===== config.mk =====
export PLATFORM = sky130hd
export DESIGN_NAME = sliceGameTop
export DESIGN_NICKNAME = d
export VERILOG_FILES = /design/src/slicePkg.sv /design/src/flightPath.sv /design/src/frameTicker.sv /design/src/gameControl.sv /design/src/pointerLatch.sv /design/src/randomSource.sv /design/src/scoreDisplay.sv /design/src/sliceDetector.sv /design/src/sliceGameTop.sv
export SDC_FILE = /design/constraint.sdc
export NUM_CORES = 1
export LEC_CHECK = 0
export BUFFER_PORTS_ARGS = -buffer_cell sky130_fd_sc_hd__buf_2
export CAP_MARGIN = 10
export CORE_MARGIN = 3
export CORE_UTILIZATION = 50
export DETAILED_ROUTE_END_ITERATION = 8
export PLACE_DENSITY = 0.77
export SKIP_CTS_REPAIR_TIMING = 1
export SLEW_MARGIN = 0
export SYNTH_ARGS = -nofsm -noshare
export SYNTH_HDL_FRONTEND = slang
export SYNTH_SLANG_ARGS = --single-unit
export TNS_END_PERCENT = 100

===== constraint.sdc =====
create_clock -name clock -period 6.1 [get_ports clock]
set_clock_uncertainty 0.15 [all_clocks]
set_input_delay 1.83 -clock clock [delete_from_list [all_inputs] [get_ports clock]]
set_output_delay 1.83 -clock clock [all_outputs]
set_load 0.02 [all_outputs]

===== src/slicePkg.sv =====
package slicePkg;

	localparam int FrameTicks = 16; // Clocks per frame, short for simulation
	localparam int FrameCountBits = $clog2(FrameTicks);

	// Screen rows, y grows downward
	localparam logic [7:0] FloorY = 8'd240;
	localparam logic [7:0] ApexY = 8'd60;

	// Speed bands, slower near the apex
	localparam logic [7:0] BandY0 = 8'd180;
	localparam logic [7:0] BandY1 = 8'd132;
	localparam logic [7:0] BandY2 = 8'd96;
	localparam logic [7:0] BandY3 = 8'd72;
	localparam logic [7:0] BandY4 = 8'd60;
	localparam logic [7:0] BandStep0 = 8'd5;
	localparam logic [7:0] BandStep1 = 8'd4;
	localparam logic [7:0] BandStep2 = 8'd3;
	localparam logic [7:0] BandStep3 = 8'd2;
	localparam logic [7:0] BandStep4 = 8'd1;
	localparam logic [7:0] DefaultStep = 8'd3;

	localparam logic [7:0] HitOffset = 8'd15; // Sprite corner to center
	localparam logic [7:0] HitRadius = 8'd15;

	localparam logic [7:0] SeedX = 8'b00111001;
	localparam logic [7:0] SeedSprite = 8'b11101001;

	localparam int ScoreBits = 8;

	typedef struct packed {
		logic [8:0] x;
		logic [7:0] y;
	} point_t;

	typedef struct packed {
		point_t pos;
		logic click;
	} pointerEvent_t;

	typedef enum logic [2:0] {
		jet = 3'd0,
		lord = 3'd1,
		bomb = 3'd2,
		robot = 3'd3,
		hunter = 3'd4,
		soldier = 3'd5
	} sprite_e;

	typedef enum logic [1:0] {
		idle,
		play,
		over
	} gamePhase_e;

	typedef struct packed {
		point_t pos;
		logic rising;
		logic cut;
		sprite_e sprite;
	} objectState_t;

endpackage

===== src/flightPath.sv =====
`timescale 1ns/1ps

module flightPath (
	input logic clock,
	input logic reset,
	input logic frameTick,
	input logic playing,
	input logic hit,
	input logic [8:0] spawnX,
	input slicePkg::sprite_e spawnSprite,
	output slicePkg::objectState_t object,
	output logic respawn,
	output logic newCut
);

	logic [7:0] step;
	logic landed;

	// First band whose threshold y reaches
	function automatic logic [7:0] bandStep(input logic [7:0] y);
		if (y >= slicePkg::BandY0)
			return slicePkg::BandStep0;
		else if (y >= slicePkg::BandY1)
			return slicePkg::BandStep1;
		else if (y >= slicePkg::BandY2)
			return slicePkg::BandStep2;
		else if (y >= slicePkg::BandY3)
			return slicePkg::BandStep3;
		else if (y >= slicePkg::BandY4)
			return slicePkg::BandStep4;
		else
			return slicePkg::DefaultStep;
	endfunction

	assign step = bandStep(object.pos.y);
	assign landed = !object.rising && (object.pos.y >= slicePkg::FloorY);

	always_ff @(posedge clock)
	begin
		if (!reset)
		begin
			object.pos.x <= 9'(slicePkg::SeedX >> 1);
			object.pos.y <= slicePkg::FloorY;
			object.rising <= 1'b1;
			object.cut <= 1'b0;
			object.sprite <= slicePkg::sprite_e'(3'(slicePkg::SeedSprite % 8'd6));
			respawn <= 1'b0;
			newCut <= 1'b0;
		end
		else
		begin
			respawn <= 1'b0;
			newCut <= 1'b0;
			if (frameTick && playing)
			begin
				if (landed)
				begin
					// New flight from the floor
					object.pos.x <= spawnX;
					object.pos.y <= slicePkg::FloorY;
					object.rising <= 1'b1;
					object.cut <= 1'b0;
					object.sprite <= spawnSprite;
					respawn <= 1'b1;
				end
				else
				begin
					object.cut <= object.cut | hit;
					newCut <= hit & ~object.cut; // Only the first cut of a flight
					if (object.rising)
					begin
						if (object.pos.y <= slicePkg::ApexY)
						begin
							object.rising <= 1'b0; // Hang one frame at the apex
						end
						else
						begin
							object.pos.y <= object.pos.y - step;
							object.pos.x <= object.pos.x + 9'd1;
						end
					end
					else
					begin
						object.pos.y <= object.pos.y + step;
						object.pos.x <= object.pos.x + 9'd1;
					end
				end
			end
		end
	end

endmodule


===== src/frameTicker.sv =====
`timescale 1ns/1ps

module frameTicker (
	input logic clock,
	input logic reset,
	output logic frameTick
);

	logic [slicePkg::FrameCountBits-1:0] count;

	always_ff @(posedge clock)
	begin
		if (!reset)
		begin
			count <= slicePkg::FrameCountBits'(slicePkg::FrameTicks - 1);
			frameTick <= 1'b0;
		end
		else if (count == '0)
		begin
			count <= slicePkg::FrameCountBits'(slicePkg::FrameTicks - 1); // Reload
			frameTick <= 1'b1;
		end
		else
		begin
			count <= count - 1'b1;
			frameTick <= 1'b0;
		end
	end

endmodule


===== src/gameControl.sv =====
`timescale 1ns/1ps

module gameControl (
	input logic clock,
	input logic reset,
	input logic start,
	input logic newCut,
	input slicePkg::sprite_e sprite,
	output logic playing,
	output logic gameOver,
	output logic [slicePkg::ScoreBits-1:0] score
);

	slicePkg::gamePhase_e phase;

	always_ff @(posedge clock)
	begin
		if (!reset)
		begin
			phase <= slicePkg::idle;
			score <= '0;
		end
		else
		begin
			case (phase)
				slicePkg::idle:
					if (start)
						phase <= slicePkg::play;
				slicePkg::play:
					if (newCut)
					begin
						if (sprite == slicePkg::bomb)
							phase <= slicePkg::over; // Bomb scores nothing
						else
							score <= score + 1'b1;
					end
				slicePkg::over:
					phase <= slicePkg::over; // Held until reset
				default:
					phase <= slicePkg::idle;
			endcase
		end
	end

	assign playing = (phase == slicePkg::play);
	assign gameOver = (phase == slicePkg::over);

endmodule


===== src/pointerLatch.sv =====
`timescale 1ns/1ps

module pointerLatch (
	input logic clock,
	input logic reset,
	input logic frameTick,
	input logic click,
	input slicePkg::point_t pointer,
	output slicePkg::pointerEvent_t pointerEvent
);

	logic clickSeen; // Sticky until the next tick

	always_ff @(posedge clock)
	begin
		if (!reset)
		begin
			clickSeen <= 1'b0;
			pointerEvent <= '0;
		end
		else if (frameTick)
		begin
			// A click in the tick cycle itself still counts for this frame
			pointerEvent.pos <= pointer;
			pointerEvent.click <= clickSeen | click;
			clickSeen <= 1'b0;
		end
		else if (click)
		begin
			clickSeen <= 1'b1;
		end
	end

endmodule


===== src/randomSource.sv =====
`timescale 1ns/1ps

module randomSource (
	input logic clock,
	input logic reset,
	input logic respawn,
	output logic [8:0] spawnX,
	output slicePkg::sprite_e spawnSprite
);

	logic [7:0] lfsrX;
	logic [7:0] lfsrSprite;
	logic [7:0] nextX;
	logic [7:0] nextSprite;

	// Fibonacci taps 7 5 4 3, new bit enters at the bottom
	function automatic logic [7:0] lfsrStep(input logic [7:0] state);
		return {state[6:0], state[7] ^ state[5] ^ state[4] ^ state[3]};
	endfunction

	assign nextX = lfsrStep(lfsrX);
	assign nextSprite = lfsrStep(lfsrSprite);

	assign spawnX = {1'b0, nextX[7:1]}; // Column is state / 2
	assign spawnSprite = slicePkg::sprite_e'(3'(nextSprite % 8'd6));

	always_ff @(posedge clock)
	begin
		if (!reset)
		begin
			lfsrX <= slicePkg::SeedX;
			lfsrSprite <= slicePkg::SeedSprite;
		end
		else if (respawn)
		begin
			lfsrX <= nextX;
			lfsrSprite <= nextSprite;
		end
	end

endmodule


===== src/scoreDisplay.sv =====
`timescale 1ns/1ps

module scoreDisplay (
	input logic clock,
	input logic reset,
	input logic [slicePkg::ScoreBits-1:0] score,
	output logic [6:0] hex0,
	output logic [6:0] hex1
);

	// Active low, bit order gfedcba
	function automatic logic [6:0] hexSegments(input logic [3:0] nibble);
		case (nibble)
			4'h0: return 7'b1000000;
			4'h1: return 7'b1111001;
			4'h2: return 7'b0100100;
			4'h3: return 7'b0110000;
			4'h4: return 7'b0011001;
			4'h5: return 7'b0010010;
			4'h6: return 7'b0000010;
			4'h7: return 7'b1111000;
			4'h8: return 7'b0000000;
			4'h9: return 7'b0010000;
			4'ha: return 7'b0001000;
			4'hb: return 7'b0000011;
			4'hc: return 7'b1000110;
			4'hd: return 7'b0100001;
			4'he: return 7'b0000110;
			default: return 7'b0001110; // F
		endcase
	endfunction

	always_ff @(posedge clock)
	begin
		if (!reset)
		begin
			hex0 <= hexSegments(4'h0);
			hex1 <= hexSegments(4'h0);
		end
		else
		begin
			hex0 <= hexSegments(score[3:0]);
			hex1 <= hexSegments(score[7:4]); // High nibble
		end
	end

endmodule


===== src/sliceDetector.sv =====
`timescale 1ns/1ps

module sliceDetector (
	input logic clock,
	input logic reset,
	input slicePkg::pointerEvent_t pointerEvent,
	input slicePkg::point_t objectPos,
	output logic hit
);

	logic [9:0] centerX;
	logic [8:0] centerY;
	logic [9:0] pointX;
	logic [8:0] pointY;
	logic inX;
	logic inY;

	// One extra bit so the sums near the floor do not wrap
	assign centerX = {1'b0, objectPos.x} + 10'(slicePkg::HitOffset);
	assign centerY = {1'b0, objectPos.y} + 9'(slicePkg::HitOffset);
	assign pointX = {1'b0, pointerEvent.pos.x};
	assign pointY = {1'b0, pointerEvent.pos.y};

	// |p - c| < r on each axis, kept unsigned
	assign inX = (pointX + 10'(slicePkg::HitRadius) > centerX) &&
		(pointX < centerX + 10'(slicePkg::HitRadius));
	assign inY = (pointY + 9'(slicePkg::HitRadius) > centerY) &&
		(pointY < centerY + 9'(slicePkg::HitRadius));

	always_ff @(posedge clock)
	begin
		if (!reset)
			hit <= 1'b0;
		else
			hit <= pointerEvent.click & inX & inY;
	end

endmodule


===== src/sliceGameTop.sv =====
`timescale 1ns/1ps

module sliceGameTop (
	input logic clock,
	input logic reset,
	input logic start,
	input slicePkg::point_t pointer,
	input logic click,
	output slicePkg::objectState_t object,
	output logic [slicePkg::ScoreBits-1:0] score,
	output logic [6:0] hex0,
	output logic [6:0] hex1,
	output logic gameOver
);

	logic frameTick;
	slicePkg::pointerEvent_t pointerEvent;
	logic [8:0] spawnX;
	slicePkg::sprite_e spawnSprite;
	logic respawn;
	logic hit;
	logic newCut;
	logic playing;

	// Input side
	frameTicker i_frameTicker (
		.clock(clock),
		.reset(reset),
		.frameTick(frameTick)
	);

	pointerLatch i_pointerLatch (
		.clock(clock),
		.reset(reset),
		.frameTick(frameTick),
		.click(click),
		.pointer(pointer),
		.pointerEvent(pointerEvent)
	);

	randomSource i_randomSource (
		.clock(clock),
		.reset(reset),
		.respawn(respawn),
		.spawnX(spawnX),
		.spawnSprite(spawnSprite)
	);

	flightPath i_flightPath (
		.clock(clock),
		.reset(reset),
		.frameTick(frameTick),
		.playing(playing),
		.hit(hit),
		.spawnX(spawnX),
		.spawnSprite(spawnSprite),
		.object(object),
		.respawn(respawn),
		.newCut(newCut)
	);

	sliceDetector i_sliceDetector (
		.clock(clock),
		.reset(reset),
		.pointerEvent(pointerEvent),
		.objectPos(object.pos),
		.hit(hit)
	);

	gameControl i_gameControl (
		.clock(clock),
		.reset(reset),
		.start(start),
		.newCut(newCut),
		.sprite(object.sprite),
		.playing(playing),
		.gameOver(gameOver),
		.score(score)
	);

	// Output side
	scoreDisplay i_scoreDisplay (
		.clock(clock),
		.reset(reset),
		.score(score),
		.hex0(hex0),
		.hex1(hex1)
	);

endmodule


==> results of run 1 <==
## worst min path at each step
stage	cells after the start	endpoint	start
2_1_floorplan	1	i_frameTicker.count[0]	i_frameTicker.count[0]
3_3_place_gp	1	i_frameTicker.count[0]	i_frameTicker.count[0]
3_5_place_dp	1	i_frameTicker.count[0]	i_frameTicker.count[0]
4_1_cts	1	i_frameTicker.count[0]	i_frameTicker.count[0]
5_1_grt	1	i_frameTicker.count[0]	i_frameTicker.count[0]
6_report	1	i_frameTicker.count[0]	i_frameTicker.count[0]
## final cells by class
type	instances	area, sq um	share of cell area
tap	168	210.2	0.03017
sequential	89	1782	0.2557
clock buffer	10	229.0	0.03287
inverter	35	131.4	0.01886
multi-input combinational	577	4168	0.5982
clock inverter	6	98.84	0.01419
timing repair buffer	68	347.8	0.04993
## report_power, final
group / internal [mW] / switching (mW) / total (mW)
Combinational: 0.0184 / 0.0284 / 0.0468
Clock: 0.366 / 0.250 / 0.616
Sequential: 0.586 / 0.00345 / 0.590
Total: 0.971 / 0.281 / 1.25
## stage by stage
step                setup slack, ns  area, sq um  power, mW
floorplan                     2.839         6282     0.6342
global placement              2.255         6639     0.6474
detailed placement            2.231         6639     0.6495
CTS                           2.519         6967      1.262
global route                  2.224         6967      1.293
finish                        2.538         6967      1.252
## registers in the layout, summed over array words and instances (netlist names)
name                         flops
i_flightPath.respawn             1
i_gameControl.score              8
i_flightPath.newCut              1
i_sliceDetector.hit              1
i_frameTicker.count              4
i_randomSource.lfsrX             8
i_pointerLatch.pointerEvent     18
i_randomSource.lfsrSprite        8
i_frameTicker.frameTick          1
i_pointerLatch.clickSeen         1
i_gameControl.phase              2
i_flightPath.object             22
i_scoreDisplay.hex1              7
i_scoreDisplay.hex0              7
## layout by cell type (no fill, tap or decap), types with 4 or more instances in the layout
cell type,Yosys,routed
o211ai_1,4,4
nand2_1,63,63
or3_1,5,5
nor2b_1,10,10
inv_1,33,32
o21ai_0,29,29
xnor2_1,35,35
nand2b_1,8,8
nor3b_1,4,4
nand4_1,10,10
a21o_1,6,6
nor2_1,80,80
a211oi_1,16,16
and3_1,9,9
buf_2,11,65
a21oi_1,29,29
nand3_1,22,22
ha_1,70,70
dfxtp_1,89,89
mux2i_1,41,41
clkbuf_16,0,9
a31oi_1,5,5
a32oi_1,4,4
nor3_1,19,19
nand3b_1,4,4
nor4_1,4,4
xor2_1,35,35
## Yosys cell counts (all sizes together) (9+ instances only)
master / instances / area share
a211oi: 16 / 0.019
a21oi: 31 / 0.026
and3: 9 / 0.0090
buf: 22 / 0.021
clkbuf: 19 / 0.011
dfxtp: 89 / 0.28
ha: 70 / 0.14
inv: 35 / 0.021
mux2i: 41 / 0.065
nand2: 64 / 0.039
nand3: 22 / 0.018
nand4: 10 / 0.010
nor2: 81 / 0.049
nor2b: 10 / 0.010
nor3: 21 / 0.018
o21ai: 32 / 0.025
xnor2: 35 / 0.049
xor2: 35 / 0.049
## cell families after synthesis
logic type / count (synthesis) / share of synthesized area
xor gates and xnor gates: 70 / 0.09759
DFF: 89 / 0.2836
buffers and inverters: 76 / 0.05298
adders and majority gates: 71 / 0.1426
and+or+nand+nor: 259 / 0.2045
muxes: 43 / 0.06891
AOI/OAI and AO/OA: 134 / 0.1498
## layer usage
layer / up-vias / GRT usage / routed length, um
met5: - / 0 / 0
met3: 16 / 0.04469 / 590
met1: 2408 / 0.2649 / 6471
li1: 2689 / - / -
met4: 0 / 0.04982 / 204
met2: 112 / 0.3205 / 6364
==> key figures, run 1 <==
Synthesis
  – Syn_area_per_cell: 8.467 sq um
  – Top FF cell, synth: dfxtp_1
  – Post-Syn Instances: about 740
  – Syn Nets: approximately 830
  – Synth async-reset ratio: 0
  – Mapped Area: 6282 sq um
  – Netlist cell types: 74
  – EDFF count, synth: 0
  – Post-synthesis register bit count: 89
  – Register area share after synthesis: 0.2836
  – YS warnings: 0

CTS
  – CTS tree: built
  – Root buffer cell: clkbuf_16
  – H-tree levels: 3
  – TritonCTS Sinks: just under 90
  – Clk buf depth: 2
  – Cts bufs inserted: 9
  – Clock-pin slew on the worst setup and hold paths: approximately 0.07 ns
  – Clk_lat worst skew: 0.35 ns

Worst setup path
  – Worst r2r dst: i_sliceDetector.hit
  – CP endpoint: i_sliceDetector.hit
  – Buffers & Inverters on Critical Path: 1
  – Slowest cell on the critical path: or3b_4
  – Worst path depth: 13
  – Worst r2r path cells: 13
  – WS Path Type: reg -> reg
  – Launch point of the worst path: i_flightPath.object[5]
  – Crit-path cells: inv_1 -> ha_1 -> or3b_4 -> xor2_1 -> o21ai_0 -> nor3_1 -> xor2_1 -> ha_1 -> a2111oi_0 -> nand2_1 -> a31oi_1 -> a2111oi_2 -> a311oi_2
  – Critical-path maximum fanout: 9
  – RR Startpoint: i_flightPath.object[5]
  – Worst Setup End Kind: flop
  – CP max stage delay: about 0.44 ns
  – Setup slack, reg-to-reg: 2.54 ns
  – CP required: a little over 6 ns
  – Delay-heaviest family, CP: compound AO/OA/AOI/OAI gates
  – Crit path DAT: ~3.7 ns
  – Critical Path Source Type: flop

Cells and area
  – Antenna diode count: 0
  – Core Util, Final: 0.5728
  – Layout cells sized above 1: 0.1338
  – Finished Layout Cells: roughly 950
  – # fillers: roughly 1100
  – Fin nets: just under 900
  – Area Overhead vs Synth: 10.89%

Placement
  – Dpl hpwl: ~9700 um
  – Placed cells: 937
  – Placer congestion estimate: approximately 0.86
  – IO Port Bufs: 65

Route
  – Drt drc: 0
  – Vias/cell: 5.483
  – Routed vias: approximately 5200
  – Final wirelength: about 14000 um
  – Post-route ant nets: 0
  – WL per Instance: around 14 um
  – Initial DRC count: between 200 and 250
  – DRT Pass-1 Iters: 5

Timing
  – Ratio of final minimum period to clock period: 0.5839
  – Slew headroom: 0.3984
  – Max Freq: approximately 0.28 GHz
  – Slew Limit Fails: 0
  – Worst-margin pin slew: 0.9012 ns
  – Final hold slack: about 0.28 ns
  – Setup Viol. Count Final: 0
  – Final-report hold violation count: 0
  – Fin crit period: between 3 and 4 ns
  – Sum Neg Setup Slack: 0 ns
  – Unrepaired setup endpoints after global routing: false

Global route
  – Largest net degree at the start of global routing: 48
  – Number of antenna violations at the first check in global routing: 0
  – First-pass GRT wire length: between 20000 and 25000 um
  – Total global routing overflow: 0
  – Vias in the first global route: a little under 5000
  – GRT Overall Usage: 0.1972

Floorplan
  – FP Rows: 40
  – Core area: 12160 sq um
  – Starting Density: 0.5166
  – Die height: between 100 and 150 um
  – Die Area: between 10000 and 15000 sq um
  – IO Pins: 66
  – Die W: approximately 120 um

Power and ir drop
  – Worst vdd ir: approximately 170 uV
  – Leak pwr: roughly 2.9 nW
  – Pwr dens: between 150 and 200 nW/um^2

Job
  – Max-cap violations: 0

Status
  – Outcome: completed

Worst hold path
  – Hold crit path type: reg -> reg
(Power assumes the default switching activity.)
==> run 2: changes to the inputs <==
--- a/config.mk
+++ b/config.mk
@@ -5,12 +5,13 @@
 export SDC_FILE = /design/constraint.sdc
 export NUM_CORES = 1
 export LEC_CHECK = 0
+export ABC_AREA = 1
 export BUFFER_PORTS_ARGS = -buffer_cell sky130_fd_sc_hd__buf_2
 export CAP_MARGIN = 10
 export CORE_MARGIN = 3
 export CORE_UTILIZATION = 50
 export DETAILED_ROUTE_END_ITERATION = 8
-export PLACE_DENSITY = 0.77
+export PLACE_DENSITY = 0.81
 export SKIP_CTS_REPAIR_TIMING = 1
 export SLEW_MARGIN = 0
 export SYNTH_ARGS = -nofsm -noshare
==> constraint.sdc (replaced) <==
create_clock -name clock -period 3 [get_ports clock]
set_clock_uncertainty 0.15 [all_clocks]
set_input_delay 0.9 -clock clock [delete_from_list [all_inputs] [get_ports clock]]
set_output_delay 0.9 -clock clock [all_outputs]
set_load 0.02 [all_outputs]
==> run 2 against run 1 <==
Global-route usage grew 1.9 points. Non-clock buffer count grew 25. Worst hold slack lost 0.010 ns. First-iteration DRC count grew 54%. Critical path type unchanged. Fmax grew 21%. Cell count grew 10%. Via count grew 7.6%. Routed wire length grew 2.5%. Sequential cell count is the same. Die area shrank 5.8%. Core utilization grew 2.7 points. Critical path depth grew 5.
==> key figures, run 2 <==
Power and ir drop
  – Pwr dens: roughly 360 nW/um^2
  – Leak pwr: approximately 3.3 nW
  – Worst vdd ir: about 550 uV

Worst setup path
  – Worst Setup End Kind: flop
  – WS Path Type: reg -> reg
  – CP required: 3.12 ns
  – Critical Path Source Type: flop
  – Worst r2r path cells: 18
  – Critical-path maximum fanout: 4
  – Worst r2r dst: i_flightPath.object[12]
  – Setup slack, reg-to-reg: 0.04 ns
  – Crit path DAT: just over 3 ns
  – RR Startpoint: i_flightPath.object[8]
  – CP endpoint: i_flightPath.object[12]
  – Launch point of the worst path: i_flightPath.object[8]

Synthesis
  – Post-synthesis register bit count: a little under 90
  – Yosys top cell area share: 0.3021
  – YS warnings: 0
  – Syn Nets: 916
  – Syn_area_per_cell: about 7 sq um
  – Mapped Area: a little under 6000 sq um
  – Netlist cell types: 45
  – Commonest cells in the netlist: nand2_1 (146), inv_1 (97), dfxtp_1 (89)
  – EDFF count, synth: 0
  – Post-Syn Instances: between 800 and 900
  – Top cells by area, synth: dfxtp_1 (30%), ha_1 (15%), nand2_1 (9.3%)
  – Cell with the most instances after synthesis: nand2_1
  – Synth async-reset ratio: 0
  – Top FF cell, synth: dfxtp_1
  – Register area share after synthesis: 0.3021
  – Post-synth top area cell: dfxtp_1

Timing
  – Max Freq: 0.3384 GHz
  – Final-report hold violation count: 0
  – Slew Limit Fails: 0
  – Final WS setup: 0.04451 ns
  – Slew headroom: 0.6795
  – Ratio of final minimum period to clock period: 0.9852
  – Fin crit period: 2.955 ns
  – Sum Neg Setup Slack: 0 ns
  – Worst-margin pin slew: around 0.48 ns
  – Setup Viol. Count Final: 0
  – Unrepaired setup endpoints after global routing: true

Route
  – Initial DRC count: around 350
  – Routed vias: around 5600
  – Final wirelength: 13970 um
  – WL per Instance: ~13 um
  – DRT Pass-1 Iters: 5
  – Drt drc: 0
  – Post-route ant nets: 0
  – Vias/cell: about 5.4

CTS
  – Cts bufs inserted: 9
  – CTS tree: built
  – Clk_lat worst skew: ~0.35 ns
  – Clock-pin slew on the worst setup and hold paths: approximately 0.06 ns
  – TritonCTS Sinks: 89
  – H-tree levels: 3
  – Clk buf depth: 2
  – Root buffer cell: clkbuf_16

Placement
  – Dpl hpwl: ~10000 um
  – Post-placement cell area: approximately 6500 sq um
  – Setup WS pre-CTS: -0.08340 ns
  – Placer congestion estimate: between 0.8 and 0.9
  – IO Port Bufs: between 60 and 70
  – Placed cells: approximately 1000

Cells and area
  – Max FFs per register: 22
  – Layout cells sized above 1: 0.1665
  – Biggest regs: i_flightPath.object x22, i_pointerLatch.pointerEvent x18
  – Reg with most FFs: i_flightPath.object
  – Antenna diode count: 0
  – Most frequent cells in the layout: nand2_1 (145), inv_1 (97), dfxtp_1 (83)
  – Final instance area: 6877 sq um
  – Fin nets: slightly below 1000
  – Commonest non-fill, non-tap cell in the layout: nand2_1
  – Finished Layout Cells: 1050
  – # fillers: about 1100
  – Area Overhead vs Synth: 16.59%

Global route
  – First-pass GRT wire length: approximately 23000 um
  – Total global routing overflow: 0
  – Number of antenna violations at the first check in global routing: 0
  – Largest net degree at the start of global routing: 24
  – Vias in the first global route: between 5000 and 6000
  – GRT Overall Usage: 0.2158

Status
  – Outcome: completed

Floorplan
  – FP Rows: 39
  – Starting Density: 0.5143
  – Die height: 114.6 um
  – IO Pins: 66
  – Die Area: approximately 13000 sq um
  – Die W: approximately 110 um
  – Core area: about 11000 sq um

Worst hold path
  – Hold crit path type: reg -> reg

Job
  – Max-cap violations: 0
run 2: cell count changes after synthesis, moves of 9 or more:
| cell | change |
|---|---|
| mux2i_1 | -41 |
| a21oi_1 | +34 |
| inv_1 | +64 |
| xnor2_1 | -19 |
| o21ai_0 | +53 |
| a211oi_1 | -13 |
| nand2_1 | +83 |
| and3_1 | -9 |
| nor2b_1 | -10 |
| nand3_1 | +19 |
run 2: layer usage:
metal	track usage	part of all wire
met1	0.2551	0.44
met3	0.06237	0.057
met5	0	0
met4	0.06097	0.014
met2	0.3787	0.49
run 2: cells by family after synthesis:
logic type / Yosys count / share of synthesized area
adder cells (fa/ha/maj): 71 / 0.1519
AO/OA/AOI/OAI: 186 / 0.1752
buffers and inverters: 130 / 0.08464
XOR/XNOR: 45 / 0.06810
AND/OR/NAND/NOR: 303 / 0.2181
flip-flops: 89 / 0.3021
run 2: how the worst min path moves through the flow:
stage / start / slack, ns / cells past startpoint / to
2_1_floorplan: i_frameTicker.count[0] / 0.23 / 1 / i_frameTicker.count[0]
3_3_place_gp: i_frameTicker.count[0] / 0.24 / 1 / i_frameTicker.count[0]
3_5_place_dp: i_frameTicker.count[0] / 0.25 / 1 / i_frameTicker.count[0]
4_1_cts: i_frameTicker.count[0] / 0.27 / 1 / i_frameTicker.count[0]
5_1_grt: i_frameTicker.count[0] / 0.29 / 1 / i_frameTicker.count[0]
6_report: i_frameTicker.count[0] / 0.27 / 1 / i_frameTicker.count[0]
run 2: area by class of cell:
class	instances	area, sq um	area share
Multi-Input combinational cell	605	3689	0.5364
Sequential cell	89	1794	0.2609
Timing Repair Buffer	93	535.5	0.07787
Inverter	104	390.4	0.05677
Clock buffer	10	239.0	0.03475
Tap cell	143	178.9	0.02602
Clock inverter	6	50.05	0.007278
run 2: where the power goes:
group | switching (mW) | leakage, nW | internal (mW) | total (mW)
registers | 0.0111 | 0.719 | 1.20 | 1.21
clock network | 0.498 | 0.141 | 0.594 | 1.09
logic | 0.0971 | 2.41 | 0.0570 | 0.154
run 2: through the flow:
stage	power, mW	hold WS (ns)	utilization
2_1_floorplan	1.342	0.2283	-
3_3_place_gp	1.389	0.2419	0.5640
3_5_place_dp	1.392	0.2549	0.5640
4_1_cts	2.490	0.2710	0.5892
5_1_grt	2.558	0.2874	0.5997
6_report	2.454	0.2663	0.5997
run 2: critical path, cell delays in order (launching register included):
cell and delay [ns]:
dfxtp_2 0.33, nor2_4 0.14, nand2_2 0.07, o21ai_2 0.22
nor3_2 0.10, a31oi_2 0.19, nand2_1 0.12, xnor2_2 0.16
ha_1 0.23, a21oi_2 0.15, o21ai_2 0.07, nand2_1 0.08
nand2_1 0.07, a21oi_2 0.17, o21ai_1 0.08, a21oi_1 0.19
xor2_1 0.19, nand2_1 0.07, o211ai_1 0.09
==> run 3: changes to the inputs <==
--- a/config.mk
+++ b/config.mk
@@ -6,7 +6,7 @@
 export NUM_CORES = 1
 export LEC_CHECK = 0
 export ABC_AREA = 1
-export BUFFER_PORTS_ARGS = -buffer_cell sky130_fd_sc_hd__buf_2
+export BUFFER_PORTS_ARGS = -buffer_cell sky130_fd_sc_hd__buf_4
 export CAP_MARGIN = 10
 export CORE_MARGIN = 3
 export CORE_UTILIZATION = 50
==> run 3 against run 2 <==
Setup slack improved by 0.11 ns. Cell count rose by 0.38%. First-iteration DRC count is 8.4% higher. Register-to-register slack better by 0.11 ns. Sequential cell count unchanged. Critical path depth shrank 1. Core utilization increased by 2.6 points. Non-clock buffer count grew 4. Routed wire length increased by 5.7%. Critical path type unchanged. Critical endpoint unchanged. Largest cell class unchanged. Largest power group unchanged.
==> key figures, run 3 (synthesis gave the netlist of run 2 again) <==
Cells and area
  – Reg with most FFs: i_flightPath.object
  – Fin nets: about 1000
  – Max FFs per register: 22
  – Commonest non-fill, non-tap cell in the layout: nand2_1
  – Antenna diode count: 0
  – Area Overhead vs Synth: 21.66%
  – Final instance area: slightly above 7000 sq um
  – Biggest regs: i_flightPath.object x22, i_pointerLatch.pointerEvent x18
  – Layout cells sized above 1: 0.1888
  – Most frequent cells in the layout: nand2_1 (143), buf_4 (96), inv_1 (95)

Timing
  – Setup Viol. Count Final: 0
  – Ratio of final minimum period to clock period: 0.9497
  – Slew headroom: 0.5941
  – Fin crit period: ~2.8 ns
  – Sum Neg Setup Slack: 0 ns
  – Final-report hold violation count: 0
  – Worst-margin pin slew: between 0.6 and 0.7 ns
  – Final hold slack: ~0.26 ns
  – Slew Limit Fails: 0
  – Max Freq: 0.3510 GHz

Route
  – Vias/cell: around 5.4
  – Routed vias: approximately 5700
  – Initial DRC count: 374
  – Drt drc: 0
  – Final wirelength: ~15000 um
  – WL per Instance: between 10 and 15 um
  – DRT Pass-1 Iters: 5
  – Post-route ant nets: 0

Global route
  – GRT met3 Usage: 0.05867
  – Met2 Track Usage GR: 0.3923
  – Largest net degree at the start of global routing: 24
  – GRT Overall Usage: 0.2210
  – Met1 GRT Util: 0.2556
  – Number of antenna violations at the first check in global routing: 0
  – Total global routing overflow: 0
  – Vias in the first global route: 5335
  – First-pass GRT wire length: around 24000 um
  – Most Used Layer, Global Route: met2

Worst hold path
  – Hold crit path type: reg -> reg
  – WHS Path Cells: 1

Power and ir drop
  – Combinational power share: 0.067
  – Post-layout power: around 2.5 mW
  – Worst vdd ir: between 400 and 500 uV
  – P_sw: roughly 0.62 mW
  – Pwr dens: ~350 nW/um^2
  – Switching Share: 0.2479
  – Leak pwr: 3.372 nW
  – Flop pwr share: 0.482
  – Clk pwr share: 0.451
  – Internal: 1.887 mW

Status
  – Outcome: completed

Worst setup path
  – CP required: around 3.1 ns
  – Worst r2r path cells: 17
  – Critical Path Source Type: flop
  – CP endpoint: i_flightPath.object[12]
  – Critical-path maximum fanout: 5
  – WS Path Type: reg -> reg
  – Worst Setup End Kind: flop
  – Launch point of the worst path: i_flightPath.object[9]
  – Slowest cell on the critical path: dfxtp_4
  – Worst r2r dst: i_flightPath.object[12]
  – Crit-path cells: nor2_4 -> nand2_1 -> o21ai_2 -> buf_4 -> ha_1 -> o21ai_2 -> ha_1 -> a21oi_2 -> o21ai_2 -> nand2_1 -> nand2_1 -> a21oi_2 -> o21ai_2 -> a21oi_1 -> xor2_1 -> nand2_1 -> o211ai_1
  – Setup slack, reg-to-reg: about 0.15 ns
  – RR Startpoint: i_flightPath.object[9]
  – CP max stage delay: 0.38 ns
  – Crit path DAT: approximately 3.0 ns

Placement
  – IO Port Bufs: 65
  – Placer congestion estimate: roughly 0.9
  – Dpl hpwl: roughly 11000 um
  – Post-placement cell area: roughly 6600 sq um

Job
  – Max-cap violations: 0

CTS
  – Cts bufs inserted: 9
  – H-tree levels: 3
  – Clock-pin slew on the worst setup and hold paths: ~0.07 ns
  – TritonCTS Sinks: between 80 and 90
  – Clk_lat worst skew: ~0.35 ns
  – Root buffer cell: clkbuf_16
  – CTS tree: built
  – Clk buf depth: 2

Floorplan
  – Die height: around 110 um
  – Die W: roughly 110 um
  – FP Rows: 39
  – IO Pins: between 60 and 70
  – Starting Density: 0.5143
  – Die Area: about 13000 sq um
  – Core area: between 10000 and 15000 sq um
[run 3: critical path: cells and delay by family (launching register included)]
family | cells | cell delay, ns
xor+xnor | 1 | 0.16
simple gates | 5 | 0.39
buf+inv | 1 | 0.14
fa+ha+maj | 2 | 0.51
compound gates | 8 | 1.04
flops | 1 | 0.38
[run 3: metrics by stage]
stage | std cells | utilization | setup WS [ns]
3_5_place_dp | 1031 | 0.5795 | -0.05107
5_1_grt | 1054 | 0.6258 | -0.04054
2_1_floorplan | 824 | - | 0.01220
6_report | 1054 | 0.6258 | 0.1510
4_1_cts | 1047 | 0.6056 | -0.09364
3_3_place_gp | 1031 | 0.5795 | 0.1133
[run 3: layer usage]
layer	vias to the layer above	part of all wire
met3	31	0.066
met1	2643	0.41
met4	0	0.021
met5	-	0
li1	2892	-
met2	171	0.50
[run 3: area by class of cell]
class	instances	area, sq um
clock buffer	11	252.7
clock inverter	5	46.29
fill	1014	4292
inverter	104	390.4
multi-input combinational	605	3772
sequential	89	1794
tap	143	178.9
timing repair buffer	97	740.7
[run 3: how the worst min path moves through the flow]
stage | to | from | slack [ns]
2_1_floorplan | i_frameTicker.count[0] | i_frameTicker.count[0] | 0.23
3_3_place_gp | i_frameTicker.count[0] | i_frameTicker.count[0] | 0.24
3_5_place_dp | i_frameTicker.count[0] | i_frameTicker.count[0] | 0.24
4_1_cts | i_frameTicker.count[0] | i_frameTicker.count[0] | 0.26
5_1_grt | i_frameTicker.frameTick | i_frameTicker.count[3] | 0.29
6_report | i_frameTicker.count[0] | i_frameTicker.count[0] | 0.26
[run 3: power groups by stage]
stage          Clock (mW)  Combinational (mW)  Sequential, mW
3_5_place_dp            0               0.169            1.24
4_1_cts              1.15               0.172            1.21
3_3_place_gp            0               0.165            1.24
5_1_grt              1.20               0.194            1.21
6_report             1.13               0.169            1.21
2_1_floorplan           0               0.108            1.23
